`src/hw/lc3b_pkg.sv`:
```
package lc3b_pkg;

	typedef logic [15:0] lc3b_word;
	typedef logic [2:0] lc3b_reg;

	// n, z, p from msb to lsb
	typedef logic [2:0] lc3b_nzp;

	// LC-3b encodings of the opcodes handled here
	typedef enum logic [3:0]
	{
		OP_BR  = 4'b0000,
		OP_ADD = 4'b0001,
		OP_AND = 4'b0101,
		OP_LDR = 4'b0110,
		OP_STR = 4'b0111,
		OP_NOT = 4'b1001
	} lc3b_opcode;

	// one instruction word, three field layouts
	typedef union packed
	{
		// ADD, AND, NOT
		struct packed
		{
			lc3b_opcode opcode;
			lc3b_reg dr;
			lc3b_reg sr1;
			logic imm_flag;
			// sr2 in the low three bits, or imm5
			logic [4:0] sr2_imm5;
		} opr;

		// LDR, STR
		struct packed
		{
			lc3b_opcode opcode;
			lc3b_reg dr_sr;
			lc3b_reg base;
			logic [5:0] offset6;
		} mem;

		// BR
		struct packed
		{
			lc3b_opcode opcode;
			lc3b_nzp nzp;
			logic [8:0] offset9;
		} br;
	} lc3b_instr;

	// write-back source
	typedef enum logic [1:0]
	{
		WB_ALU = 2'b00,
		WB_MEM = 2'b01
	} lc3b_wb_sel;

	// condition codes after reset
	localparam lc3b_nzp NZP_ZERO = 3'b010;

endpackage : lc3b_pkg

```
`src/hw/lc3b_execute.sv`:
```
`timescale 1ns/1ns

module lc3b_execute
(
	input lc3b_pkg::lc3b_opcode id_op,
	input logic id_is_br,
	input lc3b_pkg::lc3b_word id_src_a,
	input lc3b_pkg::lc3b_word id_src_b,
	input lc3b_pkg::lc3b_word id_offset,
	input lc3b_pkg::lc3b_word id_pc,
	output lc3b_pkg::lc3b_word ex_alu_out,
	output lc3b_pkg::lc3b_word ex_addr_out
);
	import lc3b_pkg::*;

	lc3b_word pc_plus2;
	lc3b_word addr_base;

	// ALU
	always_comb
	begin
		case (id_op)
			OP_ADD: ex_alu_out = id_src_a + id_src_b;
			OP_AND: ex_alu_out = id_src_a & id_src_b;
			OP_NOT: ex_alu_out = ~id_src_a;
			// loads, stores and branches leave the ALU unused
			default: ex_alu_out = id_src_a;
		endcase
	end

	// branch targets are relative to the next instruction
	assign pc_plus2 = id_pc + 16'd2;

	// base register for LDR and STR
	assign addr_base = id_is_br ? pc_plus2 : id_src_a;

	assign ex_addr_out = addr_base + id_offset;

endmodule : lc3b_execute

```
`config.mk`:
```
export PLATFORM = sky130hd
export DESIGN_NAME = lc3b_execute
export DESIGN_NICKNAME = d
export VERILOG_FILES = /design/src/hw/lc3b_pkg.sv /design/src/hw/lc3b_execute.sv
export SDC_FILE = /design/constraint.sdc
export NUM_CORES = 1
export LEC_CHECK = 0
export CORE_MARGIN = 3
export CORE_UTILIZATION = 35
export DETAILED_ROUTE_END_ITERATION = 7
export DONT_BUFFER_PORTS = 1
export GPL_ROUTABILITY_DRIVEN = 1
export MAX_ROUTING_LAYER = met4
export PLACE_DENSITY = 0.46
export SLEW_MARGIN = 20
export SYNTH_ARGS = -nofsm -noshare
export SYNTH_HDL_FRONTEND = slang
export SYNTH_SLANG_ARGS = --single-unit
export TNS_END_PERCENT = 20
```
`constraint.sdc`:
```
create_clock -name vclk -period 5.8
set_input_delay 0.87 -clock vclk [all_inputs]
set_output_delay 0.87 -clock vclk [all_outputs]
set_load 0.05 [all_outputs]
```
==> flow_summary_export.csv <==
group,metric,value,unit
cells_and_area,design_area,0.00251,mm^2
cells_and_area,seq_cell_count,0,
synth,yosysUniqueCellTypes,50,
power,vdd_drop_max,43.8,uV
cts,postCtsSetupBuffers,0,
place,gp_congestion,0.842,
sta,worst_pin_slew,1.14,ns
sta,fin_crit,4.43,ns
setup_path,cp_max_fo,5,
place,place_ws,1.38,ns
power,pwr-share-comb,100.0,%
synth,postSynthCellCount,359,
power,p_int,131,uW
cells_and_area,fill_cells,737,
hold_path,hold_path_class,"input pin to output port",
sta,hold_viol,0,
power,p_total,422,uW
floorplan,core.rowCount,29,
cells_and_area,final_cell_mix,"56 x nor2_1, 53 x a21oi_1, 35 x ha_1, 21 x xnor2_1, 20 x o21ai_0",
synth,yosys_warnings,0,
cells_and_area,nClkBuffers,0,
flow_run,max_cap_violations,0,
sta,finalWorstSetupSlack,1.37,ns
sta,fmax,0.226,GHz
setup_path,path_cells,"ha_1 > and3_1 > and3_1 > nand3_1 > xor2_1 > a21oi_1 > ha_1 > nor2b_1 > a221oi_1 > o21ai_0 > nor3_1 > o31ai_1 > xnor2_1 > buf_4",
setup_path,slowest_stage,"ha_1",
place,dpl_cell_area,0.00251,mm^2
synth,syn_area_per_cell,6.68,um^2
sta,finalSetupViolCount,0,
status,outcome,"completed",
cells_and_area,ff_latch_area,0,um^2
floorplan,die_h,88.8,um
synth,synth_area_leaders,"ha_1 18%, a21oi_1 11%, nor2_1 8.8%",
cells_and_area,drive_gt1_share,7.06,%
route,dr.pass1.iters,4,
route,drt-total-wl,7360,um
floorplan,core_area,0.00649,mm^2
cells_and_area,final_common_cell,"nor2_1",
grt,antenna_found_initial,0,
power,power.sequential.fraction,0,%
synth,syn_area,0.00240,mm^2
power,swShare,68.9,%
grt,overflow,0,
cells_and_area,fin_nets,462,
route,drtAntennaViolNets,0,
setup_path,required,4.93,ns
sta,slew_headroom,23.5,%
route,drc_errors,0,
power,p_sw,291,uW
place,hpwl,6240,um
route,drtIter0Drc,56,
sta,period_share,76.4,%
synth,yosysTopAreaCell,"ha_1",
setup_path,worstSetupPathType,"input pin to output port",
setup_path,critical_path.max_stage_delay,0.29,ns
grt,grt_use_total,18.5,%
floorplan,io_pins,101,
cts,cts_resized,0,
setup_path,endpoint_kind,"output port",
cells_and_area,num_antenna_cells,0,
route,avgRoutedWirePerCell,17.1,um
place,portBuffers,0,
sta,tns,0,ns
synth,seq_area_frac_synth,0,%
power,p_leak,0.000980,uW
route,vias,2580,
grt,grt_max_degree,32,
floorplan,dieArea,0.00788,mm^2
route,viasPerCell,5.99,
cts,postCtsHoldBufs,0,
grt,grt_pass1_wl,11600,um
sta,slew_violations,0,
synth,synth_top_area_share,18.3,%
setup_path,cp-start-kind,"input pin",
setup_path,crit_arrival,3.56,ns
floorplan,initial_core_util,36.9,%
grt,grt_pass1_vias,2380,
sta,rsz0062_at_grt,"false",
floorplan,dieWidth,88.8,um
cells_and_area,area_growth,4.65,%
power,clkPwrFrac,0,%
power,powerDensity,168,mW/mm^2
synth,syn-num-nets,465,
==> routing by layer <==
layer	global-route usage (%)	share of wire, %	wire (um)
met5	-	0	0
met4	3.02	1.7	122
met1	25.2	46	3360
met2	30.3	47	3440
met3	1.58	5.9	432
==> synthesized netlist by cell type (3+ instances only) <==
cell type,count
mux2i_1,4
a31oi_1,4
o21a_1,8
nand2b_1,5
and3_1,5
a211oi_1,5
xor2_1,12
a22oi_1,5
clkbuf_1,10
nor2_1,56
nor3_1,4
nand4_1,4
a21oi_1,53
mux2_2,3
nand3_1,13
or3_1,3
xnor2_1,21
nand2_1,13
a21o_1,8
o22ai_1,10
a221oi_1,4
nor2b_1,6
inv_1,9
o21ai_0,24
ha_1,35
==> worst paths after layout <==
kind	from	to	slack, ns	cells past startpoint
hold / removal	id_op[2]	ex_alu_out[2]	2.06	1
setup / recovery	id_pc[1]	ex_addr_out[15]	1.37	14
==> critical path: cells and delay by family <==
kind	cells	cell delay, ns
AO/OA/AOI/OAI	4	0.72
adder cells (fa/ha/maj)	2	0.44
AND/OR/NAND/NOR	5	1.00
buffers and inverters	1	0.22
XOR/XNOR	2	0.30
==> cell families after synthesis <==
family,Yosys count,share of synthesized area (%)
simple gates,116,23.0
buf+inv,24,4.18
mux,7,3.08
xor+xnor,33,12.1
compound gates,142,37.8
fa+ha+maj,37,19.9
==> per-stage QoR <==
stage               hold WS, ns  util (%)  instances
CTS                        2.06      38.6        431
floorplan                  2.05         -        359
finish                     2.06      38.6        431
global route               2.06      38.6        431
detailed placement         2.06      38.6        431
global placement           2.06      38.5        431
==> power by group through the flow <==
stage	clock (uW)	combinational, uW	sequential (uW)
floorplan	0	366	0
global placement	0	422	0
detailed placement	0	423	0
CTS	0	424	0
global route	0	459	0
finish	0	422	0
==> final cells by class <==
class	count	area, um^2	share of cell area (%)
inverter	9	33.8	1.35
multi-input combinational	335	2300	91.8
tap	77	96.3	3.84
timing repair buffer	10	75.1	2.99
Note: power is estimated with default switching activity, not from simulation.
