[config.mk]
export PLATFORM = sky130hd
export DESIGN_NAME = lc3b_result
export DESIGN_NICKNAME = d
export VERILOG_FILES = /design/src/hw/lc3b_pkg.sv /design/src/hw/lc3b_result.sv
export SDC_FILE = /design/constraint.sdc
export NUM_CORES = 2
export LEC_CHECK = 0
export ABC_AREA = 1
export BUFFER_PORTS_ARGS = -buffer_cell sky130_fd_sc_hd__buf_2
export CAP_MARGIN = 20
export CORE_ASPECT_RATIO = 0.7
export CORE_MARGIN = 2
export CORE_UTILIZATION = 30
export DETAILED_ROUTE_END_ITERATION = 16
export PLACE_DENSITY = 0.54
export SYNTH_ARGS = -nofsm -noshare
export SYNTH_HDL_FRONTEND = slang
export SYNTH_SLANG_ARGS = --single-unit
[constraint.sdc]
create_clock -name clk -period 2.1 [get_ports clk]
set_clock_uncertainty 0.15 [all_clocks]
set_input_delay 0.105 -clock clk [delete_from_list [all_inputs] [get_ports clk]]
set_output_delay 0.105 -clock clk [all_outputs]
set_load 0.01 [all_outputs]
[src/hw/lc3b_pkg.sv]
package lc3b_pkg;

	typedef logic [15:0] lc3b_word;
	typedef logic [2:0] lc3b_reg;

	// n, z, p from msb to lsb
	typedef logic [2:0] lc3b_nzp;

	// LC-3b encodings of the opcodes handled here
	typedef enum logic [3:0]
	{
		OP_BR  = 4'b0000,
		OP_ADD = 4'b0001,
		OP_AND = 4'b0101,
		OP_LDR = 4'b0110,
		OP_STR = 4'b0111,
		OP_NOT = 4'b1001
	} lc3b_opcode;

	// one instruction word, three field layouts
	typedef union packed
	{
		// ADD, AND, NOT
		struct packed
		{
			lc3b_opcode opcode;
			lc3b_reg dr;
			lc3b_reg sr1;
			logic imm_flag;
			// sr2 in the low three bits, or imm5
			logic [4:0] sr2_imm5;
		} opr;

		// LDR, STR
		struct packed
		{
			lc3b_opcode opcode;
			lc3b_reg dr_sr;
			lc3b_reg base;
			logic [5:0] offset6;
		} mem;

		// BR
		struct packed
		{
			lc3b_opcode opcode;
			lc3b_nzp nzp;
			logic [8:0] offset9;
		} br;
	} lc3b_instr;

	// write-back source
	typedef enum logic [1:0]
	{
		WB_ALU = 2'b00,
		WB_MEM = 2'b01
	} lc3b_wb_sel;

	// condition codes after reset
	localparam lc3b_nzp NZP_ZERO = 3'b010;

endpackage : lc3b_pkg

[src/hw/lc3b_result.sv]
`timescale 1ns/1ns

module lc3b_result
#(
	parameter int DMEM_WORDS = 256
)
(
	input logic clk,
	input logic rst_n,
	input lc3b_pkg::lc3b_word alu_out,
	input lc3b_pkg::lc3b_word addr,
	input lc3b_pkg::lc3b_word dest_data,
	input lc3b_pkg::lc3b_reg dest,
	input lc3b_pkg::lc3b_nzp nzp,
	input logic valid,
	input logic is_br,
	input logic load_cc,
	input logic load_regfile,
	input logic mem_read,
	input logic mem_write,
	input lc3b_pkg::lc3b_wb_sel wb_sel,
	input lc3b_pkg::lc3b_opcode op,
	output logic rf_wr_en,
	output lc3b_pkg::lc3b_reg rf_wr_idx,
	output lc3b_pkg::lc3b_word rf_wr_data,
	output logic wb_valid,
	output logic wb_write,
	output logic br_taken,
	output lc3b_pkg::lc3b_opcode wb_op,
	output lc3b_pkg::lc3b_reg wb_dest,
	output lc3b_pkg::lc3b_word wb_data,
	output lc3b_pkg::lc3b_word br_target,
	output lc3b_pkg::lc3b_nzp cc
);
	import lc3b_pkg::*;

	localparam int AW = $clog2(DMEM_WORDS);

	lc3b_word dmem [DMEM_WORDS];
	logic [AW-1:0] word_idx;
	lc3b_word load_data;
	lc3b_word wb_value;
	lc3b_nzp new_nzp;
	logic br_hit;

	// byte address to word index
	assign word_idx = addr[AW:1];

	always_ff @(posedge clk)
	begin
		if (mem_write)
			dmem[word_idx] <= dest_data;
	end

	assign load_data = mem_read ? dmem[word_idx] : '0;
	assign wb_value = (wb_sel == WB_MEM) ? load_data : alu_out;

	always_comb
	begin
		if (wb_value[15])
			new_nzp = 3'b100;
		else if (wb_value == '0)
			new_nzp = 3'b010;
		else
			new_nzp = 3'b001;
	end

	// tests cc before this instruction's own update
	assign br_hit = is_br & (|(nzp & cc));

	assign rf_wr_en = load_regfile;
	assign rf_wr_idx = dest;
	assign rf_wr_data = wb_value;

	always_ff @(posedge clk or negedge rst_n)
	begin
		if (!rst_n)
		begin
			cc <= NZP_ZERO;
			wb_valid <= 1'b0;
			wb_write <= 1'b0;
			br_taken <= 1'b0;
		end
		else
		begin
			if (load_cc)
				cc <= new_nzp;
			wb_valid <= valid;
			wb_write <= load_regfile;
			br_taken <= br_hit;
		end
	end

	always_ff @(posedge clk)
	begin
		wb_op <= op;
		wb_dest <= dest;
		// a store reports what it wrote
		wb_data <= mem_write ? dest_data : wb_value;
		br_target <= addr;
	end

endmodule : lc3b_result

==> reports/metrics.cfg <==
[run_status]
status=finished with violations
failed_checks=setup timing

[floorplanning]
initial_core_util_pct=30.1
dieArea_um2=555000
die_y_um=624
die_width_um=889
io_pins=133
core.rowCount=227
coreArea_um2=546000

[timing]
relSlewSlack_pct=20.2
setup_tns_ns=-27.25
worstMarginPinSlew_ns=1.19
setup_violations=36
period_share_pct=166
drv_slew=0
layout_min_cycle_time_ns=3.48
setup_ws_ns=-1.38
rsz0062_at_grt=yes
finalHoldViolations=0
max_freq_mhz=287

[synth]
yosysWarnings=0
syn_area_per_cell_um2=11.4
syn_nets=14400
syn_area_um2=165000
ys_types=21
ys_seq_area_share_pct=75.3
yosysTopAreaCell=edfxtp_1
ys_top_cells_by_area=edfxtp_1, nand2_1, nand3_1
synth_top_area_share_pct=74.7
synth-seq-cells=4141
synth_cells=14400

[cts]
clock-sinks=4141
root_buffer=clkbuf_16
cts_buffers=405
clk_latency_ns=1.06
clk_pin_slew_ns=0.06
cts_tree=done
clk_path_buf_depth=4
cts_max_level=5

[placement]
io_buffers=132
gp_congestion=0.904
place_area_um2=190000
dpl.hpwl_mm=357

[power]
powerDensity_nw_per_um2=858
p_leak_nw=76.9
vdd_drop_max_mv=0.679
power_w=0.178

[cells_and_area]
mostFrequentLayoutCell=nand2_1
nNetsFinal=15700
drive_gt1_share_pct=18.0
finish.utilization_pct=38.0
fill_cells=52300
final_area_um2=208000
mostFrequentLayoutCells=nand2_1, edfxtp_1, buf_4, buf_12, clkbuf_16
syn2layout_area_growth_pct=26.1
seqCellArea_um2=124000
multiInputGateArea_um2=42000

[grt]
grt_start_max_net_pins=85
grt_usage_pct=19.4
antenna_found_initial=41
grt_pass1_wl_mm=784
grt-ovfl-total=0
first_global_vias=103000

[detailed_routing]
vias=113000
first_iter_violations=15200
avgRoutedWirePerCell_um=23.9
drc=0
finalWirelength_mm=557
drt_first_pass_iters=6
detail-route-antenna-nets=0
vias_per_cell=4.83

[worst_setup_path]
path_max_fanout=2
worst_setup_path_startpoint=dmem[98][1]
cp_num_buf_inv=4
critPathTopFamily=simple AND/OR/NAND/NOR gates
timing.rr.start=dmem[101][15]
cp.required_ns=1.85
critPathKind=reg2out
slowest_delay_ns=0.37
crit_chain=nand2_1 -> nand2_1 -> o21ai_2 -> nand2_1 -> o21ai_2 -> nand2_4 -> buf_8 -> nor2_4 -> nor2_2 -> nor2_1 -> buf_4 -> nand2_2 -> nand2_2 -> nand2_2 -> buf_6 -> buf_6
slowest_stage=edfxtp_1
critPathCaptureType=output pin
crit_arrival_ns=3.23
critPathLaunchType=flop

[worst_hold_path]
hp-start=dest_data[15]
holdCritPathClass=in2reg

[flow_run]
drv_cap=0

-- sequential cells by signal, indices dropped and copies added, names as in the netlist --
name / count
dmem: 4096
br_taken: 1
wb_op: 4
wb_data: 16
wb_valid: 1
wb_write: 1
br_target: 16
cc: 3
wb_dest: 3
-- layout make-up --
class                      count  share of cell area (%)
antenna                       22                  0.0265
clock buffer                 490                    5.10
clock inverter               255                    1.18
inverter                      40                   0.105
multi-input combinational   9445                    20.2
sequential                  4141                    59.7
tap                         7328                    4.42
timing repair buffer        1585                    9.22
-- metal layers --
layer  wire length, um  part of all wire [%]  track usage (%)  vias up
met5                12                0.0022                0        -
met4             15600                   2.8             5.24        2
met3             60900                    11             4.61      679
met2            225000                    40             26.5     5091
met1            255000                    46             30.4    55600
li1                  -                     -                -    51200
-- logic make-up (layout without fill, tap and decap cells) --
| family | Yosys count | count (layout) | share of synthesized area (%) |
|---|---|---|---|
| and+or+nand+nor | 8675 | 8675 | 20.4 |
| DFF | 4141 | 4141 | 75.3 |
| AOI/OAI and AO/OA | 770 | 770 | 2.35 |
| buffers and inverters | 794 | 2370 | 1.98 |
| other | 0 | 22 | 0 |
-- power breakdown --
| part | switching [W] | internal (W) |
|---|---|---|
| logic | 0.00951 | 0.00407 |
| clock network | 0.0328 | 0.0406 |
| registers | 0.0000785 | 0.0910 |
-- path summary, 6_finish.rpt --
check                      cells after the start             to  slack [ns]
max reg2reg                                   21    wb_data[15]       -0.93
max                                           16  rf_wr_data[1]       -1.38
min                                            2   dmem[72][15]        0.04
max in group asynchronous                      5          cc[1]        0.80
min in group asynchronous                      4       wb_valid        0.45
min reg2reg                                    2          cc[2]        0.44
-- per-stage QoR --
step / hold WS, ns / cells / setup WS [ns]
2_1_floorplan: -0.341 / 14400 / -0.215
3_3_place_gp: -0.0448 / 22400 / -2.13
3_5_place_dp: -0.0423 / 22400 / -2.02
4_1_cts: 0.00113 / 23300 / -1.56
5_1_grt: 0.0220 / 23300 / -1.51
6_report: 0.0384 / 23300 / -1.38
-- timing repair --
item / in CTS / in global routing
pin swaps: 100 / 232
endpoints found under the hold margin: 6037 / 4
hold buffers: 142 / 1
setup endpoints to repair: 37 / 37
buffers inserted: 20 / 10
gates resized for setup: 409 / 485
-- synthesized netlist by cell type, drive strengths merged --
cell type     n
nand2      7614
edfxtp     4096
o21ai       505
clkbuf      492
nor2        471
nand3       398
buf         262
a21oi       249
nand4       192
inv          40
dfxtp        39
a31oi        16
dfrtp         5
dfstp         1
Power figures use the tool's default switching activity.
