### src/hw/lc3b_pkg.sv
package lc3b_pkg;

	typedef logic [15:0] lc3b_word;
	typedef logic [2:0] lc3b_reg;

	// n, z, p from msb to lsb
	typedef logic [2:0] lc3b_nzp;

	// LC-3b encodings of the opcodes handled here
	typedef enum logic [3:0]
	{
		OP_BR  = 4'b0000,
		OP_ADD = 4'b0001,
		OP_AND = 4'b0101,
		OP_LDR = 4'b0110,
		OP_STR = 4'b0111,
		OP_NOT = 4'b1001
	} lc3b_opcode;

	// one instruction word, three field layouts
	typedef union packed
	{
		// ADD, AND, NOT
		struct packed
		{
			lc3b_opcode opcode;
			lc3b_reg dr;
			lc3b_reg sr1;
			logic imm_flag;
			// sr2 in the low three bits, or imm5
			logic [4:0] sr2_imm5;
		} opr;

		// LDR, STR
		struct packed
		{
			lc3b_opcode opcode;
			lc3b_reg dr_sr;
			lc3b_reg base;
			logic [5:0] offset6;
		} mem;

		// BR
		struct packed
		{
			lc3b_opcode opcode;
			lc3b_nzp nzp;
			logic [8:0] offset9;
		} br;
	} lc3b_instr;

	// write-back source
	typedef enum logic [1:0]
	{
		WB_ALU = 2'b00,
		WB_MEM = 2'b01
	} lc3b_wb_sel;

	// condition codes after reset
	localparam lc3b_nzp NZP_ZERO = 3'b010;

endpackage : lc3b_pkg

### src/hw/lc3b_decode.sv
`timescale 1ns/1ns

module lc3b_decode
(
	input logic clk,
	input logic rst_n,
	input logic instr_valid,
	input lc3b_pkg::lc3b_instr instr,
	input lc3b_pkg::lc3b_word instr_pc,
	output lc3b_pkg::lc3b_reg rd_a_idx,
	output lc3b_pkg::lc3b_reg rd_b_idx,
	input lc3b_pkg::lc3b_word rd_a_data,
	input lc3b_pkg::lc3b_word rd_b_data,
	output logic id_valid,
	output logic id_load_regfile,
	output logic id_load_cc,
	output logic id_mem_read,
	output logic id_mem_write,
	output logic id_is_br,
	output lc3b_pkg::lc3b_wb_sel id_wb_sel,
	output lc3b_pkg::lc3b_opcode id_op,
	output lc3b_pkg::lc3b_word id_src_a,
	output lc3b_pkg::lc3b_word id_src_b,
	output lc3b_pkg::lc3b_word id_store_data,
	output lc3b_pkg::lc3b_word id_offset,
	output lc3b_pkg::lc3b_word id_pc,
	output lc3b_pkg::lc3b_reg id_dest,
	output lc3b_pkg::lc3b_nzp id_nzp
);
	import lc3b_pkg::*;

	lc3b_opcode opcode;
	lc3b_word imm5_sext;
	lc3b_word off6_sext;
	lc3b_word off9_sext;
	logic ld_rf;
	logic ld_cc;
	logic m_rd;
	logic m_wr;
	logic is_br;
	lc3b_wb_sel wb_sel;

	assign opcode = instr.opr.opcode;

	// sr1 and base share bits 8:6
	assign rd_a_idx = instr.opr.sr1;
	// STR reads its source register on port b
	assign rd_b_idx = (opcode == OP_STR) ? instr.mem.dr_sr : instr.opr.sr2_imm5[2:0];

	assign imm5_sext = {{11{instr.opr.sr2_imm5[4]}}, instr.opr.sr2_imm5};
	// word offsets become byte offsets
	assign off6_sext = {{9{instr.mem.offset6[5]}}, instr.mem.offset6, 1'b0};
	assign off9_sext = {{6{instr.br.offset9[8]}}, instr.br.offset9, 1'b0};

	always_comb
	begin
		ld_rf = 1'b0;
		ld_cc = 1'b0;
		m_rd = 1'b0;
		m_wr = 1'b0;
		is_br = 1'b0;
		wb_sel = WB_ALU;
		if (instr_valid)
		begin
			case (opcode)
				OP_ADD, OP_AND, OP_NOT:
				begin
					ld_rf = 1'b1;
					ld_cc = 1'b1;
				end
				OP_LDR:
				begin
					ld_rf = 1'b1;
					ld_cc = 1'b1;
					m_rd = 1'b1;
					wb_sel = WB_MEM;
				end
				OP_STR: m_wr = 1'b1;
				OP_BR: is_br = 1'b1;
				default: ld_rf = 1'b0;
			endcase
		end
	end

	always_ff @(posedge clk or negedge rst_n)
	begin
		if (!rst_n)
		begin
			id_valid <= 1'b0;
			id_load_regfile <= 1'b0;
			id_load_cc <= 1'b0;
			id_mem_read <= 1'b0;
			id_mem_write <= 1'b0;
			id_is_br <= 1'b0;
			id_wb_sel <= WB_ALU;
		end
		else
		begin
			id_valid <= instr_valid;
			id_load_regfile <= ld_rf;
			id_load_cc <= ld_cc;
			id_mem_read <= m_rd;
			id_mem_write <= m_wr;
			id_is_br <= is_br;
			id_wb_sel <= wb_sel;
		end
	end

	// operands and fields
	always_ff @(posedge clk)
	begin
		id_op <= opcode;
		id_src_a <= rd_a_data;
		id_src_b <= instr.opr.imm_flag ? imm5_sext : rd_b_data;
		id_store_data <= rd_b_data;
		id_offset <= (opcode == OP_BR) ? off9_sext : off6_sext;
		id_pc <= instr_pc;
		id_dest <= instr.opr.dr;
		id_nzp <= instr.br.nzp;
	end

endmodule : lc3b_decode

### config.mk
export PLATFORM = sky130hd
export DESIGN_NAME = lc3b_decode
export DESIGN_NICKNAME = d
export VERILOG_FILES = /design/src/hw/lc3b_pkg.sv /design/src/hw/lc3b_decode.sv
export SDC_FILE = /design/constraint.sdc
export NUM_CORES = 1
export LEC_CHECK = 0
export BUFFER_PORTS_ARGS = -buffer_cell sky130_fd_sc_hd__buf_2
export CAP_MARGIN = 20
export CORE_MARGIN = 2
export CORE_UTILIZATION = 38
export DETAILED_ROUTE_END_ITERATION = 16
export HOLD_SLACK_MARGIN = 0.15
export PLACE_DENSITY = 0.78
export SETUP_SLACK_MARGIN = 0.15
export SKIP_LAST_GASP = 1
export SYNTH_ARGS = -nofsm -noshare
export SYNTH_HDL_FRONTEND = slang
export SYNTH_SLANG_ARGS = --single-unit
### constraint.sdc
create_clock -name clk -period 0.8 [get_ports clk]
set_input_delay 0 -clock clk [delete_from_list [all_inputs] [get_ports clk]]
set_output_delay 0 -clock clk [all_outputs]
set_load 0.01 [all_outputs]
==> out/metrics.yaml <==
outcome: "finished, violations left"
violations: "negative hold slack, negative setup slack"
area_growth_pct: 95.2
dr.pass1.iters: 4
syn_avg_cell_area_um2: 14.0
h-tree-depth: 3
drc: 0
slew_viol_final: 0
utilization: 0.768
design_area_um2: 4200
cpPeakStageDelay_ps: 400
nets: 451
grt-ovfl-total: 0
synth_edf_count: 0
powerDensity_nw_per_um2: 2180
worst_slack_ps: -92.8
cp_slowest_cell: "dfrtp_1"
routed_via_density: 4.37
clock-sinks: 85
yosysSeqAreaShare: 0.802
place_congestion: 0.775
ant_nets: 0
whs_ps: -185
antennaDiodeCount: 0
fin_crit_ps: 893
io_pins: 171
worstSetupPathType: "flop to output port"
worstHoldEndpoint: "id_valid$_DFF_PN0_"
cp_num_cells: 1
cts_tree: "yes"
critPathArrivalTime_ps: 890
syn_area_um2: 2150
max_freq_mhz: 1120
worstHoldStart: "instr_valid"
synthCells: 154
synth_flop_cell: "dfxtp_1"
std_cell_rows: 27
wl_mm: 7.59
grt_max_degree: 15
grt_pass1_wl_mm: 9.87
initial_core_util: 0.393
cts-root-buf: "clkbuf_8"
die_x_um: 79.3
cts-buffers-inserted: 9
grt_pass1_vias: 2012
end_kind: "output port"
clock_path_buffers: 2
die_area_um2: 6280
ys_warn_count: 0
grt_antenna_before_repair: 0
port_buffers: 168
grt_use_total: 0.214
wl_per_cell_um: 16.5
place_area_um2: 3000
final_hold_viol_count: 12
crit_family: "flip-flops"
async_reset_ff_frac: 0.0588
synth.distinct_cells: 17
dr_total_vias: 2014
hold_class: "primary input to flop"
fin_setup_tns_ps: -1290
die_y_um: 79.3
period_share: 1.12
critPathMaxFanout: 2
setup_viol: 24
cp-start-kind: "flop"
clkTransAtPathRegs_ps: 80
maxCapViolations: 0
drive_gt1_frac: 0.620
place_hpwl_mm: 4.10
critPathRequiredTime_ps: 800
power_leakage_nw: 2.11
rsz0062_at_grt: "yes"
min_path_cells: 1
cp.buffers_inverters: 1
synth-seq-cells: 85
total_power_mw: 9.17
crit_chain: "buf_2"
drtIter0Drc: 44
core_area_um2: 5470
irDropWorstVdd_uv: 1350
==> synthesized netlist by cell type, types with 2 or more instances <==
library cell | n | area [um^2]
inv_1 | 14 | 52.6
nand2_1 | 8 | 30.0
buf_4 | 16 | 120
mux2_2 | 7 | 78.8
dfxtp_1 | 80 | 1600
dfrtp_1 | 5 | 125
o21ai_0 | 12 | 60.1
nand2b_1 | 2 | 12.5
clkbuf_1 | 2 | 7.51
==> metrics by stage <==
stage | cells | hold slack [ps] | setup WS, ps
finish | 461 | -185 | -92.8
global route | 461 | -204 | -125
CTS | 459 | -203 | -101
detailed placement | 381 | -171 | -57.8
global placement | 381 | -176 | -16.0
floorplan | 155 | -296 | 176
==> cell type report <==
cell class	instances	area (um^2)
Tap cell	72	90.1
Multi-Input combinational cell	38	272
Clock buffer	11	141
Sequential cell	85	1780
Fill cell	349	1270
Timing Repair Buffer	236	1790
Inverter	14	52.6
Clock inverter	5	83.8
==> layer usage <==
metal | track usage | vias to the layer above | share of wire
li1 | - | 924 | -
met1 | 0.192 | 944 | 0.34
met2 | 0.427 | 119 | 0.55
met3 | 0.0739 | 27 | 0.062
met4 | 0.0879 | 0 | 0.042
met5 | 0 | - | 0
==> how the worst max path moves through the flow <==
stage               slack (ps)                     to              startpoint
CTS                       -100             id_load_cc    id_load_cc$_DFF_PN0_
detailed placement         -60  id_offset[14]$_DFF_P_               instr[15]
floorplan                  180  id_offset[14]$_DFF_P_               instr[13]
global placement           -20            rd_b_idx[0]               instr[15]
global route              -130          id_offset[11]   id_offset[14]$_DFF_P_
finish                     -90           id_wb_sel[0]  id_wb_sel[0]$_DFF_PN0_
==> kinds of logic after synthesis <==
group,count (synthesis),share of synthesized area
and+or+nand+nor,15,0.0413
AOI/OAI and AO/OA,13,0.0325
muxes,7,0.0366
other,1,0.00174
DFF,85,0.802
buffers and inverters,33,0.0860
==> flip-flops by register name, indices dropped and copies added, names as in the netlist, 3 cells and up <==
name	count
id_offset	9
id_store_data	16
id_pc	16
id_src_a	16
id_op	4
id_nzp	3
id_src_b	16
==> power by group <==
group	internal, mW	switching [mW]	total (mW)
combinational	0.718	0.504	1.22
sequential	4.50	0.108	4.61
clock	1.85	1.49	3.34
total	7.07	2.10	9.17
==> placed cells by master, fill, tap and decap left out, drive strengths merged <==
master        count
buf             175
dfxtp            80
dlygate4sd3      57
inv              14
o21ai            12
clkbuf           11
nand2             9
mux2              7
dfrtp             5
dlymetal6s4s      4
nand2b            2
conb              2
clkinvlp          2
bufinv            2
nor4              2
nand4b            1
nor2              1
nor4b             1
a41o              1
clkinv            1
==> timing repair <==
action,CTS,global route
hold buffers,61,5
buffers inserted,1,1
endpoints found under the hold margin,90,42
gates resized for setup,28,64
cloned,0,1
setup endpoints to repair,99,115
No activity file was read; power rests on OpenSTA's default activity.
