--- config.mk ---
export PLATFORM = sky130hd
export DESIGN_NAME = ex_mem_stage
export DESIGN_NICKNAME = d
export VERILOG_FILES = /design/src/hw/lc3b_pkg.sv /design/src/hw/ex_mem_stage.sv
export SDC_FILE = /design/constraint.sdc
export NUM_CORES = 1
export LEC_CHECK = 0
export BUFFER_PORTS_ARGS = -buffer_cell sky130_fd_sc_hd__buf_2
export CAP_MARGIN = 10
export CORE_MARGIN = 4
export CORE_UTILIZATION = 34
export CTS_BUF_LIST = sky130_fd_sc_hd__clkbuf_16
export CTS_CLUSTER_SIZE = 25
export DETAILED_ROUTE_END_ITERATION = 12
export PLACE_DENSITY = 0.77
export SKIP_CTS_REPAIR_TIMING = 1
export SLEW_MARGIN = 15
export SYNTH_ARGS = -nofsm -noshare
export SYNTH_HDL_FRONTEND = slang
export SYNTH_SLANG_ARGS = --single-unit
--- constraint.sdc ---
create_clock -name clk -period 0.8 [get_ports clk]
set_input_delay 0.04 -clock clk [delete_from_list [all_inputs] [get_ports clk]]
set_output_delay 0.04 -clock clk [all_outputs]
set_load 0.05 [all_outputs]
--- src/hw/lc3b_pkg.sv ---
package lc3b_pkg;

	typedef logic [15:0] lc3b_word;
	typedef logic [2:0] lc3b_reg;

	// n, z, p from msb to lsb
	typedef logic [2:0] lc3b_nzp;

	// LC-3b encodings of the opcodes handled here
	typedef enum logic [3:0]
	{
		OP_BR  = 4'b0000,
		OP_ADD = 4'b0001,
		OP_AND = 4'b0101,
		OP_LDR = 4'b0110,
		OP_STR = 4'b0111,
		OP_NOT = 4'b1001
	} lc3b_opcode;

	// one instruction word, three field layouts
	typedef union packed
	{
		// ADD, AND, NOT
		struct packed
		{
			lc3b_opcode opcode;
			lc3b_reg dr;
			lc3b_reg sr1;
			logic imm_flag;
			// sr2 in the low three bits, or imm5
			logic [4:0] sr2_imm5;
		} opr;

		// LDR, STR
		struct packed
		{
			lc3b_opcode opcode;
			lc3b_reg dr_sr;
			lc3b_reg base;
			logic [5:0] offset6;
		} mem;

		// BR
		struct packed
		{
			lc3b_opcode opcode;
			lc3b_nzp nzp;
			logic [8:0] offset9;
		} br;
	} lc3b_instr;

	// write-back source
	typedef enum logic [1:0]
	{
		WB_ALU = 2'b00,
		WB_MEM = 2'b01
	} lc3b_wb_sel;

	// condition codes after reset
	localparam lc3b_nzp NZP_ZERO = 3'b010;

endpackage : lc3b_pkg

--- src/hw/ex_mem_stage.sv ---
`timescale 1ns/1ns

module ex_mem_stage
(
	input logic clk,
	input logic rst_n,
	input lc3b_pkg::lc3b_word alu_out_in,
	input lc3b_pkg::lc3b_word addr_adder_out_in,
	input lc3b_pkg::lc3b_word pc_in,
	input lc3b_pkg::lc3b_word dest_data_in,
	input lc3b_pkg::lc3b_reg dest_in,
	input lc3b_pkg::lc3b_nzp nzp_in,
	input logic valid_in,
	input logic is_br_in,
	input logic load_cc_in,
	input logic load_regfile_in,
	input logic mem_read_in,
	input logic mem_write_in,
	input lc3b_pkg::lc3b_wb_sel regfilemux_sel_in,
	input lc3b_pkg::lc3b_opcode op_in,

	output lc3b_pkg::lc3b_word alu_out_out,
	output lc3b_pkg::lc3b_word addr_adder_out_out,
	output lc3b_pkg::lc3b_word pc_out,
	output lc3b_pkg::lc3b_word dest_data_out,
	output lc3b_pkg::lc3b_reg dest_out,
	output lc3b_pkg::lc3b_nzp nzp_out,
	output logic valid_out,
	output logic is_br_out,
	output logic load_cc_out,
	output logic load_regfile_out,
	output logic mem_read_out,
	output logic mem_write_out,
	output lc3b_pkg::lc3b_wb_sel regfilemux_sel_out,
	output lc3b_pkg::lc3b_opcode op_out
);

	// valid and control
	always_ff @(posedge clk or negedge rst_n)
	begin
		if (!rst_n)
		begin
			valid_out <= 1'b0;
			is_br_out <= 1'b0;
			load_cc_out <= 1'b0;
			load_regfile_out <= 1'b0;
			mem_read_out <= 1'b0;
			mem_write_out <= 1'b0;
		end
		else
		begin
			valid_out <= valid_in;
			is_br_out <= is_br_in;
			load_cc_out <= load_cc_in;
			load_regfile_out <= load_regfile_in;
			mem_read_out <= mem_read_in;
			mem_write_out <= mem_write_in;
		end
	end

	always_ff @(posedge clk)
	begin
		alu_out_out <= alu_out_in;
		addr_adder_out_out <= addr_adder_out_in;
		pc_out <= pc_in;
		dest_data_out <= dest_data_in;
		dest_out <= dest_in;
		nzp_out <= nzp_in;
		regfilemux_sel_out <= regfilemux_sel_in;
		op_out <= op_in;
	end

endmodule : ex_mem_stage

==> results of run 1 <==
## per-stage QoR
step                      instance area, um2  power, mW  util, %
after floorplan                         1670       5.23        -
after global placement                  2580       5.63     54.3
after detailed placement                2580       5.66     54.3
after CTS                               2900       9.95     61.0
after global routing                    4530       11.2     95.2
final                                   4530       10.9     95.2
## cell families after synthesis
group / count (synthesis) / share of synthesized area [%]
flip-flops: 82 / 100
## final timing paths
kind | slack [ns] | end | cells after the start | from
setup / recovery | -0.15 | is_br_out | 1 | is_br_out$_DFF_PN0_
hold / removal | 0.08 | valid_out$_DFF_PN0_ | 2 | rst_n
max in group asynchronous | 0.55 | mem_write_out$_DFF_PN0_ | 2 | rst_n
min in group clk | 0.36 | op_out[1]$_DFF_P_ | 2 | op_in[1]
## state kept, by name, summed over array words and instances (netlist names)
| name | count |
|---|---|
| addr_adder_out_out | 16 |
| alu_out_out | 16 |
| dest_data_out | 16 |
| pc_out | 16 |
| op_out | 4 |
| dest_out | 3 |
| nzp_out | 3 |
| regfilemux_sel_out | 2 |
| is_br_out | 1 |
| load_cc_out | 1 |
| load_regfile_out | 1 |
| mem_read_out | 1 |
| mem_write_out | 1 |
| valid_out | 1 |
## final cells by class
cell class	count	area share, %
timing repair buffer	248	52.1
sequential	82	39.0
clock buffer	9	4.98
clock inverter	7	2.05
tap	67	1.85
## power breakdown
| part | internal [mW] | switching (mW) | leakage [nW] | total, mW |
|---|---|---|---|---|
| Combinational | 0.915 | 1.08 | 1.24 | 1.99 |
| Clock | 2.73 | 1.64 | 0.155 | 4.37 |
| Sequential | 4.35 | 0.158 | 0.712 | 4.51 |
## routing by layer
| layer | up-vias | track usage, % | share of wire (%) |
|---|---|---|---|
| li1 | 770 | - | - |
| met1 | 812 | 12.2 | 39 |
| met5 | - | 0 | 0 |
| met3 | 20 | 9.75 | 7.5 |
| met4 | 0 | 6.99 | 2.6 |
| met2 | 108 | 31.1 | 51 |
## cell usage in the layout, fill, tap and decap left out, drive strengths merged
cell,netlist,final
buf,0,165
bufinv,0,2
clkbuf,0,9
clkinv,0,1
clkinvlp,0,1
dfrtp,6,6
dfxtp,76,76
dlygate4sd3,0,83
inv,0,3
==> results.sh, run 1 <==
export IMPL_ys_flop_type="dfxtp_1"
export IMPL_cp_arrival_ns=0.91
export IMPL_maxSlewViolCount=0
export IMPL_yosysMostFrequentCell="dfxtp_1"
export IMPL_crit_chain="buf_6"
export IMPL_dp_hpwl_um=3780
export IMPL_hold_slack_ns=0.0787
export IMPL_tritoncts="built"
export IMPL_tns_ns=-4.18
export IMPL_status="finished with violations"
export IMPL_dp_slack_ns=0.187
export IMPL_crit_family="flip-flops"
export IMPL_clockRootBuffer="clkbuf_16"
export IMPL_violations="setup timing"
export IMPL_crit_path_max_fanout=1
export IMPL_drtIter0Drc=57
export IMPL_critical_path_startpoint_type="flop"
export IMPL_syn_inst=82
export IMPL_start_util_pct=35.2
export IMPL_vias=1710
export IMPL_grtUsageTotal_pct=16.0
export IMPL_antenna_found_initial=0
export IMPL_leakage_nw=2.10
export IMPL_vias_per_cell=4.14
export IMPL_grt_pass1_wl_um=6980
export IMPL_hold_viol_final=0
export IMPL_ir_drop_uv=2760
export IMPL_synth_area_leader_cell="dfxtp_1"
export IMPL_ios=166
export IMPL_fin_crit_sh_pct=119
export IMPL_synth_seq_cells=82
export IMPL_synth_cell_types=2
export IMPL_cts_path_max_buffers=2
export IMPL_grt_pass1_vias=1403
export IMPL_gp_congestion=0.677
export IMPL_final_cells=413
export IMPL_timing_final_ws_setup_ns=-0.149
export IMPL_slowest_delay_ns=0.41
export IMPL_slew_headroom_pct=87.9
export IMPL_rsz0062_at_grt="yes"
export IMPL_wl_um=9390
export IMPL_power_density_nw_per_um2=2400
export IMPL_synth_area_top_cells="dfxtp_1 91%, dfrtp_1 9.0%"
export IMPL_n_antenna_cell=0
export IMPL_syn_to_final_growth_pct=171
export IMPL_cts_sinks=82
export IMPL_syn_nets=166
export IMPL_routedWlPerCell_um=22.7
export IMPL_setup_viol=82
export IMPL_drive_above_1_share_pct=73.7
export IMPL_fp_dieW_um=78.1
export IMPL_min_path_type="input port to async pin"
export IMPL_placed_cells=314
export IMPL_synth_edf_count=0
export IMPL_drcViolationCount=0
export IMPL_yosysWarnings=0
export IMPL_crit_required_ns=0.76
export IMPL_core_um2=4750
export IMPL_cts_buffers=9
export IMPL_worst_path_buf_inv=1
export IMPL_seq_area_frac_synth_pct=100
export IMPL_critPathSlowestCell="dfrtp_1"
export IMPL_path_class="flop to output pin"
export IMPL_crit_path_end_kind="output pin"
export IMPL_max_freq_mhz=1050
export IMPL_overflow=0
export IMPL_cap_viol_max_count=0
export IMPL_fillCellCount=117
export IMPL_async_reset_ff_share_pct=7.32
export IMPL_die_height_um=78.1
export IMPL_syn_area_um2=1670
export IMPL_die_area_um2=6100
export IMPL_rows=25
export IMPL_nets=425
export IMPL_multi_input_area_um2=0
export IMPL_io_buffers=165
export IMPL_multi_input_cells=0
export IMPL_grt_max_degree=15
export IMPL_clk_pin_slew_ns=0.07
export IMPL_yosys_area_top_type_share_pct=91.0
export IMPL_cts_htree_levels=3
export IMPL_drtAntennaViolNets=0
export IMPL_synth_commonest_cells="76 x dfxtp_1, 6 x dfrtp_1"
export IMPL_dr_pass1_iters=4
export IMPL_post_route_min_period_ns=0.949
export IMPL_tightest_slew_ns=0.182
export IMPL_regArea_um2=1770
export IMPL_synth_avg_cell_area_um2=20.4
(Power assumes the default switching activity.)
==> inputs of run 2 (changes only) <==
--- a/config.mk
+++ b/config.mk
@@ -7,12 +7,11 @@
 export LEC_CHECK = 0
 export BUFFER_PORTS_ARGS = -buffer_cell sky130_fd_sc_hd__buf_2
 export CAP_MARGIN = 10
-export CORE_MARGIN = 4
 export CORE_UTILIZATION = 34
 export CTS_BUF_LIST = sky130_fd_sc_hd__clkbuf_16
 export CTS_CLUSTER_SIZE = 25
 export DETAILED_ROUTE_END_ITERATION = 12
-export PLACE_DENSITY = 0.77
+export PLACE_DENSITY = 0.76
 export SKIP_CTS_REPAIR_TIMING = 1
 export SLEW_MARGIN = 15
 export SYNTH_ARGS = -nofsm -noshare
==> run 2 against run 1 <==
  * The flow still finishes with violations (setup timing)
  * Utilization rose by 1.0 points
  * Maximum frequency rose by 1.9%
  * Non-clock buffer count did not move
  * Global-route usage fell by 1.3 points
  * Hold slack improved by 0.035 ns
  * Combinational power barely moved
  * Routed wire length fell by 6.6%
  * Clock power rose by 8.0%
  * Setup slack improved by 0.018 ns
  * Via count rose by 0.23%
==> results.sh, run 2 (synthesized netlist as in run 1, its figures left out) <==
export IMPL_io_buffers=165
export IMPL_overflow=0
export IMPL_crit_chain="buf_6"
export IMPL_crit_path_max_fanout=1
export IMPL_critPathSlowestCell="dfrtp_1"
export IMPL_violations="setup timing"
export IMPL_rows=25
export IMPL_crit_required_ns=0.76
export IMPL_drtAntennaViolNets=0
export IMPL_layout_common_cells="83 x dlygate4sd3_1, 83 x buf_2, 75 x dfxtp_2"
export IMPL_dr_pass1_iters=4
export IMPL_fin_util_pct=96.2
export IMPL_setup_viol=82
export IMPL_die_height_um=72.1
export IMPL_leakage_nw=2.11
export IMPL_drive_above_1_share_pct=73.4
export IMPL_hold_viol_final=0
export IMPL_cts_sinks=82
export IMPL_critical_path_startpoint_type="flop"
export IMPL_antenna_found_initial=0
export IMPL_tritoncts="built"
export IMPL_ir_drop_uv=3190
export IMPL_clk_pin_slew_ns=0.06
export IMPL_placed_area_um2=2580
export IMPL_hold_slack_ns=0.113
export IMPL_crit_path_end_kind="output pin"
export IMPL_drcViolationCount=0
export IMPL_rsz0062_at_grt="yes"
export IMPL_post_route_min_period_ns=0.932
export IMPL_n_antenna_cell=0
export IMPL_ios=166
export IMPL_vias_per_cell=4.15
export IMPL_vias=1714
export IMPL_core_um2=4720
export IMPL_cp_arrival_ns=0.89
export IMPL_status="finished with violations"
export IMPL_grt_pass1_vias=1144
export IMPL_path_class="flop to output pin"
export IMPL_wl_um=8770
export IMPL_cts_htree_levels=3
export IMPL_worst_path_buf_inv=1
export IMPL_multi_input_area_um2=0
export IMPL_start_util_pct=35.4
export IMPL_max_freq_mhz=1070
export IMPL_dp_hpwl_um=3160
export IMPL_gp_congestion=0.630
export IMPL_clockRootBuffer="clkbuf_16"
export IMPL_cts_buffers=9
export IMPL_fin_area_um2=4540
export IMPL_fillCellCount=93
export IMPL_grt_pass1_wl_um=5350
export IMPL_cap_viol_max_count=0
export IMPL_fin_crit_sh_pct=116
export IMPL_grt_max_degree=15
export IMPL_drtIter0Drc=83
export IMPL_min_path_type="input port to async pin"
export IMPL_multi_input_cells=0
export IMPL_power_density_nw_per_um2=2470
export IMPL_crit_family="flip-flops"
export IMPL_die_area_um2=5200
export IMPL_cts_path_max_buffers=2
export IMPL_maxSlewViolCount=0
export IMPL_tightest_slew_ns=0.162
export IMPL_timing_final_ws_setup_ns=-0.132
export IMPL_nets=425
export IMPL_routedWlPerCell_um=21.2
export IMPL_syn_to_final_growth_pct=172
export IMPL_slowest_delay_ns=0.40
export IMPL_slew_headroom_pct=89.2
export IMPL_grtUsageTotal_pct=14.7
export IMPL_dp_slack_ns=0.187
export IMPL_fp_dieW_um=72.1
run 2: cell count changes in the layout (fill, tap and decap cells not counted):
cell	delta
buf_8	-1
bufinv_16	+1
inv_1	-1
buf_6	+1
clkinv_1	+1
dfxtp_1	+1
clkinvlp_4	-1
dfxtp_2	-1
run 2: how the worst max path moves through the flow:
| stage | startpoint | endpoint | slack [ns] | cells past startpoint |
|---|---|---|---|---|
| after global placement | addr_adder_out_out[2]$_DFF_P_ | addr_adder_out_out[2] | 0.20 | 1 |
| final | mem_read_out$_DFF_PN0_ | mem_read_out | -0.13 | 1 |
| after global routing | mem_read_out$_DFF_PN0_ | mem_read_out | -0.15 | 1 |
| after detailed placement | valid_out$_DFF_PN0_ | valid_out | 0.19 | 1 |
| after floorplan | addr_adder_out_out[0]$_DFF_P_ | addr_adder_out_out[0] | 0.17 | 0 |
| after CTS | mem_read_out$_DFF_PN0_ | mem_read_out | -0.17 | 1 |
run 2: cell type report:
type | count | area (um2) | area share [%]
Timing Repair Buffer | 248 | 2350 | 51.8
Sequential cell | 82 | 1770 | 38.9
Tap cell | 67 | 83.8 | 1.85
Clock buffer | 9 | 225 | 4.96
Clock inverter | 7 | 115 | 2.53
run 2: per-stage QoR:
| step | power [mW] | TNS, ns | std cells |
|---|---|---|---|
| finish | 11.2 | -4.51 | 413 |
| global route | 11.5 | -6.17 | 413 |
| CTS | 10.2 | -11.12 | 330 |
| detailed placement | 5.65 | 0 | 314 |
| global placement | 5.62 | 0 | 314 |
| floorplan | 5.23 | 0 | 82 |
run 2: routing by layer:
layer  routed length, um  part of all wire [%]  track usage, %
met3                 646                   7.4            9.86
met4                 263                   3.0            7.19
met2                4620                    53            27.2
met1                3250                    37            11.4
met5                   0                     0               0
run 2: power by group:
part	switching, mW	total (mW)	internal, mW
Sequential	0.160	4.51	4.35
Clock	1.67	4.72	3.05
Combinational	1.06	1.97	0.912
Total	2.89	11.2	8.32
