<file path="config.mk">
export PLATFORM = sky130hd
export DESIGN_NAME = lc3b_regfile
export DESIGN_NICKNAME = d
export VERILOG_FILES = /design/src/hw/lc3b_pkg.sv /design/src/hw/lc3b_regfile.sv
export SDC_FILE = /design/constraint.sdc
export NUM_CORES = 1
export LEC_CHECK = 0
export BUFFER_PORTS_ARGS = -buffer_cell sky130_fd_sc_hd__buf_2
export CORE_UTILIZATION = 31
export CTS_CLUSTER_SIZE = 14
export DETAILED_ROUTE_END_ITERATION = 7
export HOLD_SLACK_MARGIN = 0.05
export SYNTH_ARGS = -nofsm -noshare
export SYNTH_HDL_FRONTEND = slang
export SYNTH_SLANG_ARGS = --single-unit
</file>
<file path="constraint.sdc">
create_clock -name clk -period 1.8 [get_ports clk]
set_input_delay 0 -clock clk [delete_from_list [all_inputs] [get_ports clk]]
set_output_delay 0 -clock clk [all_outputs]
set_load 0.05 [all_outputs]
</file>
<file path="src/hw/lc3b_pkg.sv">
package lc3b_pkg;

	typedef logic [15:0] lc3b_word;
	typedef logic [2:0] lc3b_reg;

	// n, z, p from msb to lsb
	typedef logic [2:0] lc3b_nzp;

	// LC-3b encodings of the opcodes handled here
	typedef enum logic [3:0]
	{
		OP_BR  = 4'b0000,
		OP_ADD = 4'b0001,
		OP_AND = 4'b0101,
		OP_LDR = 4'b0110,
		OP_STR = 4'b0111,
		OP_NOT = 4'b1001
	} lc3b_opcode;

	// one instruction word, three field layouts
	typedef union packed
	{
		// ADD, AND, NOT
		struct packed
		{
			lc3b_opcode opcode;
			lc3b_reg dr;
			lc3b_reg sr1;
			logic imm_flag;
			// sr2 in the low three bits, or imm5
			logic [4:0] sr2_imm5;
		} opr;

		// LDR, STR
		struct packed
		{
			lc3b_opcode opcode;
			lc3b_reg dr_sr;
			lc3b_reg base;
			logic [5:0] offset6;
		} mem;

		// BR
		struct packed
		{
			lc3b_opcode opcode;
			lc3b_nzp nzp;
			logic [8:0] offset9;
		} br;
	} lc3b_instr;

	// write-back source
	typedef enum logic [1:0]
	{
		WB_ALU = 2'b00,
		WB_MEM = 2'b01
	} lc3b_wb_sel;

	// condition codes after reset
	localparam lc3b_nzp NZP_ZERO = 3'b010;

endpackage : lc3b_pkg

</file>
<file path="src/hw/lc3b_regfile.sv">
`timescale 1ns/1ns

module lc3b_regfile
(
	input logic clk,
	input logic rst_n,
	input lc3b_pkg::lc3b_reg rd_a_idx,
	input lc3b_pkg::lc3b_reg rd_b_idx,
	output lc3b_pkg::lc3b_word rd_a_data,
	output lc3b_pkg::lc3b_word rd_b_data,
	input logic wr_en,
	input lc3b_pkg::lc3b_reg wr_idx,
	input lc3b_pkg::lc3b_word wr_data
);
	import lc3b_pkg::*;

	lc3b_word regs [8];
	logic wr_ok;

	// no writes while reset is held
	assign wr_ok = wr_en & rst_n;

	always_ff @(posedge clk)
	begin
		if (wr_ok)
			regs[wr_idx] <= wr_data;
	end

	// reads see the old value in the cycle of a write
	assign rd_a_data = regs[rd_a_idx];
	assign rd_b_data = regs[rd_b_idx];

endmodule : lc3b_regfile

</file>
==> results.sh, run 1 <==
export IMPL_synth_top_cell_by_area="edfxtp_1"
export IMPL_synthDistinctLibCells=14
export IMPL_worst_path_max_delay_cell="mux4_1"
export IMPL_totalPowerFinal_mw=7.63
export IMPL_largestRegisters="regs (128)"
export IMPL_rsz0062_at_grt="true"
export IMPL_drt_iter0_markers=226
export IMPL_ios=60
export IMPL_port_buffers=59
export IMPL_crit_buf_inv=1
export IMPL_largest_register_ffs=128
export IMPL_clock_root_buffer="clkbuf_16"
export IMPL_regMostFlops="regs"
export IMPL_gp_congestion=0.636
export IMPL_clkSlewWorstSetupHoldPaths_ns=0.05
export IMPL_power_density_mw_per_mm2=1010
export IMPL_crit_required_ns=1.80
export IMPL_num_antenna_cells=0
export IMPL_multiInputGateArea_sq_mm=0.00201
export IMPL_wl_per_cell_um=21.5
export IMPL_coreArea_sq_mm=0.0189
export IMPL_fp_dieW_um=142
export IMPL_hpwl_um=7850
export IMPL_seq_area_sq_mm=0.00384
export IMPL_clock_sinks=128
export IMPL_cts_buffers=17
export IMPL_critPathKind="reg -> out"
export IMPL_wl_um=13400
export IMPL_grt_overflow_total=0
export IMPL_status="completed"
export IMPL_max_stage_delay_ns=0.52
export IMPL_ir_drop_mv=0.680
export IMPL_synth_area_leaders="edfxtp_1 (64%), mux4_1 (24%), mux2_2 (6.0%), mux4_2 (3.0%), buf_6 (1.5%)"
export IMPL_cp_arrival_ns=1.79
export IMPL_fillCellCount=1735
export IMPL_core_rowCount=50
export IMPL_synth_fp_nets=283
export IMPL_leakagePower_nw=2.61
export IMPL_start_util_pct=32.0
export IMPL_grt_antenna_before_repair=0
export IMPL_min_period_ns=1.79
export IMPL_grt_usage_pct=14.4
export IMPL_final_layout_size_suffix_gt1_share_pct=48.3
export IMPL_fin_crit_sh_pct=99.4
export IMPL_holdCritPathClass="in -> reg"
export IMPL_timing_hold_ws_ns=0.197
export IMPL_endpoint_kind="output port"
export IMPL_cts_tree="built"
export IMPL_max_slew_worst_pin_slew_ns=0.636
export IMPL_area_growth_pct=25.2
export IMPL_dieArea_sq_mm=0.0201
export IMPL_synth_top_area_share_pct=63.6
export IMPL_first_pass_iters=4
export IMPL_slew_viol_final=0
export IMPL_seq_area_frac_synth_pct=63.6
export IMPL_grt_pass1_wl_um=20300
export IMPL_grt_max_degree=33
export IMPL_drc=0
export IMPL_nNetsFinal=375
export IMPL_finalSetupViolations=0
export IMPL_die_h_um=142
export IMPL_synthCells=255
export IMPL_ys_warn_count=0
export IMPL_maxCapViolations=0
export IMPL_cp_max_fo=2
export IMPL_synth_area_sq_mm=0.00605
export IMPL_clockBufferDepth=2
export IMPL_relSlewSlack_pct=57.6
export IMPL_crit_path_start_kind="flip-flop"
export IMPL_num_vias=3027
export IMPL_cp_top_family="multiplexers"
export IMPL_grt_pass1_vias=3389
export IMPL_routed_via_density=4.88
export IMPL_htreeDepth=4
export IMPL_syn_avg_cell_area_sq_um=23.7
export IMPL_crit_chain="mux4_1 > mux2_4 > buf_6"
export IMPL_hold_violations=0
export IMPL_postRouteAntennaNets=0
export IMPL_fmax_mhz=559
export IMPL_ys_ff_latch=128
export IMPL_cts_setup_buffers=0
[worst paths after layout]
path	slack, ns	end	from	cells past startpoint
hold / removal	0.20	regs[1][7]	wr_idx[0]	4
setup / recovery	0.01	rd_a_data[10]	regs[6][10]	3
[logic make-up after synthesis]
| group | Yosys count | share of synthesized area (%) |
|---|---|---|
| flops | 128 | 63.6 |
| mux | 96 | 33.3 |
| buf+inv | 18 | 2.15 |
| simple gates | 13 | 1.01 |
[cell usage after synthesis, drive strengths merged]
cell type / count
buf: 13
clkbuf: 5
nand3b: 1
mux2: 32
mux4: 64
nor2: 6
nand3: 1
nand2b: 2
nand2: 1
edfxtp: 128
nor3: 2
[stage by stage]
step / setup slack, ns / instance area [sq um] / util, % / instances / setup TNS [ns]
after floorplan: 0.0461 / 6050 / - / 255 / 0
after CTS: -0.00387 / 7570 / 40.1 / 620 / -0.00865
after global routing: -0.0326 / 7570 / 40.1 / 620 / -0.180
final: 0.0113 / 7570 / 40.1 / 620 / 0
after global placement: 0.246 / 6720 / 35.6 / 572 / 0
after detailed placement: 0.243 / 6720 / 35.6 / 572 / 0
[per-layer routing]
metal  vias up  share of wire (%)  wire [um]  global-route usage (%)
met4         0               0.96        128                    4.75
li1       1331                  -          -                       -
met3        11                4.7        634                    3.54
met5         -                  0          0                       0
met2        82                 51       6770                    24.0
met1      1603                 44       5810                    18.5
[repair_timing]
item / CTS / global route
resized for setup: 54 / 51
hold endpoints to repair: 128 / 0
endpoints found under the setup margin: 26 / 31
hold buffers: 16 / 0
[placed cells by master, fill, tap and decap left out]
cell	netlist	routed
bufinv_16	0	3
buf_2	0	27
nor3_2	0	2
clkinv_2	0	5
nand2_1	1	1
mux4_1	56	27
clkbuf_16	0	17
clkbuf_1	3	3
clkinvlp_4	0	2
nand3b_1	1	1
nor2_1	6	6
buf_6	8	28
dlygate4sd3_1	0	16
mux2_2	32	22
clkinv_1	0	1
buf_12	0	4
clkinv_4	0	1
nand3_1	1	1
edfxtp_1	128	128
mux2_4	0	10
nand2b_1	2	2
buf_4	0	16
mux4_2	8	37
[where the power goes]
part	total (mW)	switching [mW]	internal (mW)
logic	0.941	0.523	0.418
clock network	3.32	1.16	2.16
registers	3.37	0.0236	3.35
[layout make-up]
class	count	share of cell area [%]
well taps	260	4.30
flip-flops and latches	128	50.8
clock buffers	20	5.77
repair buffers	91	10.7
multi-input cells	109	26.6
clock inverters	12	1.88
No activity file was read; power rests on OpenSTA's default activity.
==> inputs of run 2 (changes only) <==
--- a/config.mk
+++ b/config.mk
@@ -11,3 +11,5 @@
 export DETAILED_ROUTE_END_ITERATION = 7
+export GPL_TIMING_DRIVEN = 0
 export HOLD_SLACK_MARGIN = 0.05
+export SLEW_MARGIN = 40
 export SYNTH_ARGS = -nofsm -noshare
==> constraint.sdc (replaced) <==
create_clock -name clk -period 1.8 [get_ports clk]
set_input_delay 0.09 -clock clk [delete_from_list [all_inputs] [get_ports clk]]
set_output_delay 0.09 -clock clk [all_outputs]
set_load 0.05 [all_outputs]
==> results.sh, run 2 (synthesis gave the netlist of run 1 again) <==
export IMPL_p_int_mw=5.67
export IMPL_min_period_ns=1.83
export IMPL_ir_drop_mv=0.699
export IMPL_final_common_cell="edfxtp_1"
export IMPL_grt_overflow_total=0
export IMPL_grt_max_degree=17
export IMPL_core_rowCount=50
export IMPL_fillCellCount=1737
export IMPL_switchingPower_mw=1.68
export IMPL_setup_slack_ns=-0.0338
export IMPL_largestRegisters="regs (128)"
export IMPL_clock_root_buffer="clkbuf_16"
export IMPL_area_growth_pct=28.1
export IMPL_crit_path_start_kind="flip-flop"
export IMPL_die_h_um=142
export IMPL_hpwl_um=9170
export IMPL_p_seq_share_pct=45.8
export IMPL_clockBufferDepth=2
export IMPL_clkSlewWorstSetupHoldPaths_ns=0.05
export IMPL_cp_arrival_ns=1.74
export IMPL_num_vias=3012
export IMPL_cp_max_fo=2
export IMPL_fmax_mhz=545
export IMPL_start_util_pct=32.0
export IMPL_postRouteAntennaNets=0
export IMPL_maxCapViolations=0
export IMPL_whs_path_depth=2
export IMPL_endpoint_kind="output port"
export IMPL_drc=0
export IMPL_port_buffers=55
export IMPL_failed_checks="setup timing"
export IMPL_largest_register_ffs=128
export IMPL_grt_pass1_wl_um=20200
export IMPL_switching_share_pct=22.8
export IMPL_crit_required_ns=1.71
export IMPL_coreArea_sq_mm=0.0189
export IMPL_ios=60
export IMPL_holdCritPathClass="in -> reg"
export IMPL_cts_buffers=17
export IMPL_relSlewSlack_pct=67.6
export IMPL_clkPwrFrac_pct=39.9
export IMPL_grt_usage_pct=14.6
export IMPL_timing_hold_ws_ns=0.110
export IMPL_hold_violations=0
export IMPL_grt_antenna_before_repair=0
export IMPL_num_antenna_cells=0
export IMPL_holdPathEnd="regs[0][6]"
export IMPL_clock_sinks=128
export IMPL_final_layout_size_suffix_gt1_share_pct=56.6
export IMPL_leakagePower_nw=2.64
export IMPL_regMostFlops="regs"
export IMPL_wl_um=13600
export IMPL_drt_iter0_markers=261
export IMPL_cts_tree="built"
export IMPL_combPwrFrac_pct=14.2
export IMPL_rsz0062_at_grt="true"
export IMPL_nNetsFinal=384
export IMPL_grt_pass1_vias=3346
export IMPL_gp_congestion=0.642
export IMPL_layout_common_cells="edfxtp_1 (128), mux4_2 (59), buf_6 (26), buf_2 (26), mux2_4 (24)"
export IMPL_htreeDepth=4
export IMPL_first_pass_iters=4
export IMPL_power_density_mw_per_mm2=949
export IMPL_wl_per_cell_um=21.7
export IMPL_hp_start="wr_idx[0]"
export IMPL_fin_crit_sh_pct=102
export IMPL_fp_dieW_um=142
export IMPL_max_slew_worst_pin_slew_ns=0.487
export IMPL_slew_viol_final=0
export IMPL_dieArea_sq_mm=0.0201
export IMPL_routed_via_density=4.81
export IMPL_setup_tns_ns=-0.121
export IMPL_critPathKind="reg -> out"
export IMPL_finalSetupViolations=9
export IMPL_status="complete, but fails checks"
[run 2: cell types whose count changed in the layout (fill, tap and decap cells not counted), moves of 4 or more]
cell	delta
mux2_4	+14
buf_4	-14
buf_12	-4
nor2_4	+6
buf_8	+17
mux4_2	+22
clkbuf_2	+7
mux2_2	-14
nor2_1	-6
buf_16	+5
mux4_1	-22
[run 2: what timing repair did]
action | CTS | global route
endpoints found under the hold margin | 128 | 0
resized for setup | 133 | 31
hold buffers | 16 | 0
endpoints found under the setup margin | 32 | 32
buffers inserted | 0 | 0
[run 2: how the worst max path moves through the flow]
stage / startpoint / end / depth (start not counted)
6_report: regs[3][6] / rd_a_data[6] / 3
2_1_floorplan: wr_en / regs[4][0] / 2
4_1_cts: regs[5][6] / rd_b_data[6] / 3
5_1_grt: regs[5][6] / rd_b_data[6] / 3
3_3_place_gp: wr_en / regs[4][13] / 3
3_5_place_dp: rd_a_idx[2] / rd_a_data[12] / 5
[run 2: stage by stage]
step	instances	setup WS (ns)	instance area (sq um)	utilization (%)	power (mW)
2_1_floorplan	255	0.0321	6050	-	4.00
3_3_place_gp	570	-1.29	6650	35.2	4.22
3_5_place_dp	581	-0.108	6900	36.5	4.26
4_1_cts	626	-0.0533	7730	40.9	7.38
5_1_grt	626	-0.0929	7750	41.0	7.60
6_report	626	-0.0338	7750	41.0	7.35
[run 2: worst max-delay path, stage by stage (launching register included)]
cell      delay (ns)
edfxtp_1        0.37
mux4_1          0.51
mux2_2          0.31
buf_6           0.16
[run 2: layout make-up]
class	instances	area [sq um]	area share, %
plain buffers	18	146	1.89
multi-input cells	109	2030	26.2
repair buffers	82	891	11.5
clock buffers	19	433	5.59
well taps	260	325	4.20
flip-flops and latches	128	3840	49.6
clock inverters	10	73.8	0.953
[run 2: power by group through the flow]
stage,sequential (mW),combinational (mW),clock (mW)
after floorplan,3.42,0.580,0
after global placement,3.42,0.799,0
after CTS,3.37,1.03,2.99
final,3.37,1.05,2.93
after detailed placement,3.42,0.835,0
after global routing,3.37,1.10,3.13
[run 2: per-layer routing]
layer	share of wire [%]	vias to the layer above	global-route usage, %
li1	-	1329	-
met1	41	1576	18.8
met2	52	103	24.3
met3	6.1	4	3.61
met4	0.57	0	4.70
met5	0	-	0
==> inputs of run 3 (changes only) <==
- PLACE_DENSITY: unset -> 0.52
==> results.sh, run 3 (synthesis gave the netlist of run 1 again) <==
export IMPL_status="complete, but fails checks"
export IMPL_failed_checks="setup timing"
export IMPL_fp_dieW_um=142
export IMPL_htreeDepth=4
export IMPL_largestRegisters="regs (128)"
export IMPL_cts_setup_buffers=0
export IMPL_crit_path_start_kind="flip-flop"
export IMPL_grt_antenna_before_repair=0
export IMPL_clock_sinks=128
export IMPL_core_rowCount=50
export IMPL_clock_root_buffer="clkbuf_16"
export IMPL_layout_common_cells="edfxtp_1 (128), mux4_2 (57), buf_6 (31)"
export IMPL_nNetsFinal=384
export IMPL_critPathKind="reg -> out"
export IMPL_hold_violations=0
export IMPL_slew_viol_final=0
export IMPL_min_period_ns=1.84
export IMPL_ios=60
export IMPL_finalSetupViolations=26
export IMPL_relSlewSlack_pct=44.6
export IMPL_setup_slack_ns=-0.0444
export IMPL_holdCritPathClass="in -> reg"
export IMPL_final_layout_size_suffix_gt1_share_pct=53.9
export IMPL_largest_register_ffs=128
export IMPL_cts_buffers=17
export IMPL_num_antenna_cells=0
export IMPL_setup_worst_path_start="regs[0][6]"
export IMPL_first_pass_iters=4
export IMPL_gp_congestion=0.688
export IMPL_cp_max_fo=2
export IMPL_hpwl_um=9570
export IMPL_fmax_mhz=542
export IMPL_routed_via_density=4.78
export IMPL_drt_iter0_markers=182
export IMPL_grt_overflow_total=0
export IMPL_grt_usage_pct=15.6
export IMPL_postRouteAntennaNets=0
export IMPL_start_util_pct=32.0
export IMPL_rsz0062_at_grt="true"
export IMPL_num_vias=3008
export IMPL_power_density_mw_per_mm2=954
export IMPL_crit_required_ns=1.71
export IMPL_ir_drop_mv=0.672
export IMPL_grt_pass1_wl_um=21400
export IMPL_totalPowerFinal_mw=7.36
export IMPL_coreArea_sq_mm=0.0189
export IMPL_wl_um=14300
export IMPL_port_buffers=55
export IMPL_clockBufferDepth=2
export IMPL_max_slew_worst_pin_slew_ns=0.831
export IMPL_endpoint_kind="output port"
export IMPL_final_common_cell="edfxtp_1"
export IMPL_drc=0
export IMPL_crit_end="rd_a_data[6]"
export IMPL_grt_max_degree=17
export IMPL_die_h_um=142
export IMPL_finalCoreUtilization_pct=40.8
export IMPL_leakagePower_nw=2.63
export IMPL_cts_tree="built"
export IMPL_cp_arrival_ns=1.75
export IMPL_dieArea_sq_mm=0.0201
export IMPL_area_growth_pct=27.6
export IMPL_wl_per_cell_um=22.8
export IMPL_fin_crit_sh_pct=102
export IMPL_regMostFlops="regs"
export IMPL_grt_pass1_vias=3344
export IMPL_clkSlewWorstSetupHoldPaths_ns=0.05
export IMPL_maxCapViolations=0
-- run 3: area by class of cell --
class / instances / area (sq um)
timing repair buffer: 82 / 860
clock inverter: 13 / 77.6
clock buffer: 19 / 433
sequential: 128 / 3840
buffer: 18 / 144
fill: 1736 / 11200
tap: 260 / 325
multi-input combinational: 109 / 2030
-- run 3: routing by layer --
layer  up-vias  part of all wire, %  track usage, %
met5         -                    0               0
met4         0                  1.5            5.89
met3        17                  4.8            3.75
met2        83                   49            24.2
met1      1577                   45            21.2
li1       1331                    -               -
-- run 3: timing repair --
item | 4_1_cts | 5_1_grt
hold buffers | 16 | 0
setup endpoints to repair | 32 | 32
gates cloned | 0 | 0
hold endpoints to repair | 128 | 0
gates resized for setup | 128 | 25
-- run 3: worst min path at each step --
stage	slack, ns	endpoint	startpoint	cells past startpoint
2_1_floorplan	0.19	regs[0][0]	wr_data[0]	0
3_3_place_gp	0.35	regs[1][4]	wr_data[4]	1
3_5_place_dp	0.37	regs[3][2]	wr_data[2]	1
4_1_cts	0.07	regs[0][9]	wr_idx[1]	2
5_1_grt	0.08	regs[0][9]	wr_idx[0]	2
6_report	0.09	regs[0][9]	wr_idx[1]	2
-- run 3: report_power, final --
part | total [mW] | internal (mW) | switching, mW
clock network | 2.95 | 1.84 | 1.11
logic | 1.04 | 0.473 | 0.563
registers | 3.37 | 3.35 | 0.0236
total | 7.36 | 5.66 | 1.70
-- run 3: critical path, cell delays in order (launching register included) --
cell and delay (ns):
edfxtp_1 0.40, mux4_2 0.48, mux2_4 0.30, buf_6 0.16
-- run 3: metrics by stage --
stage	setup slack [ns]	std cells	setup TNS, ns	hold slack [ns]	cell area, sq um
after CTS	-0.0664	629	-1.40	0.0686	7710
after floorplan	0.0321	255	0	0.189	6050
after detailed placement	-0.0986	581	-1.78	0.365	6890
after global routing	-0.102	629	-2.39	0.0783	7720
final	-0.0444	629	-0.522	0.0884	7720
after global placement	-1.30	570	-88.35	0.353	6650
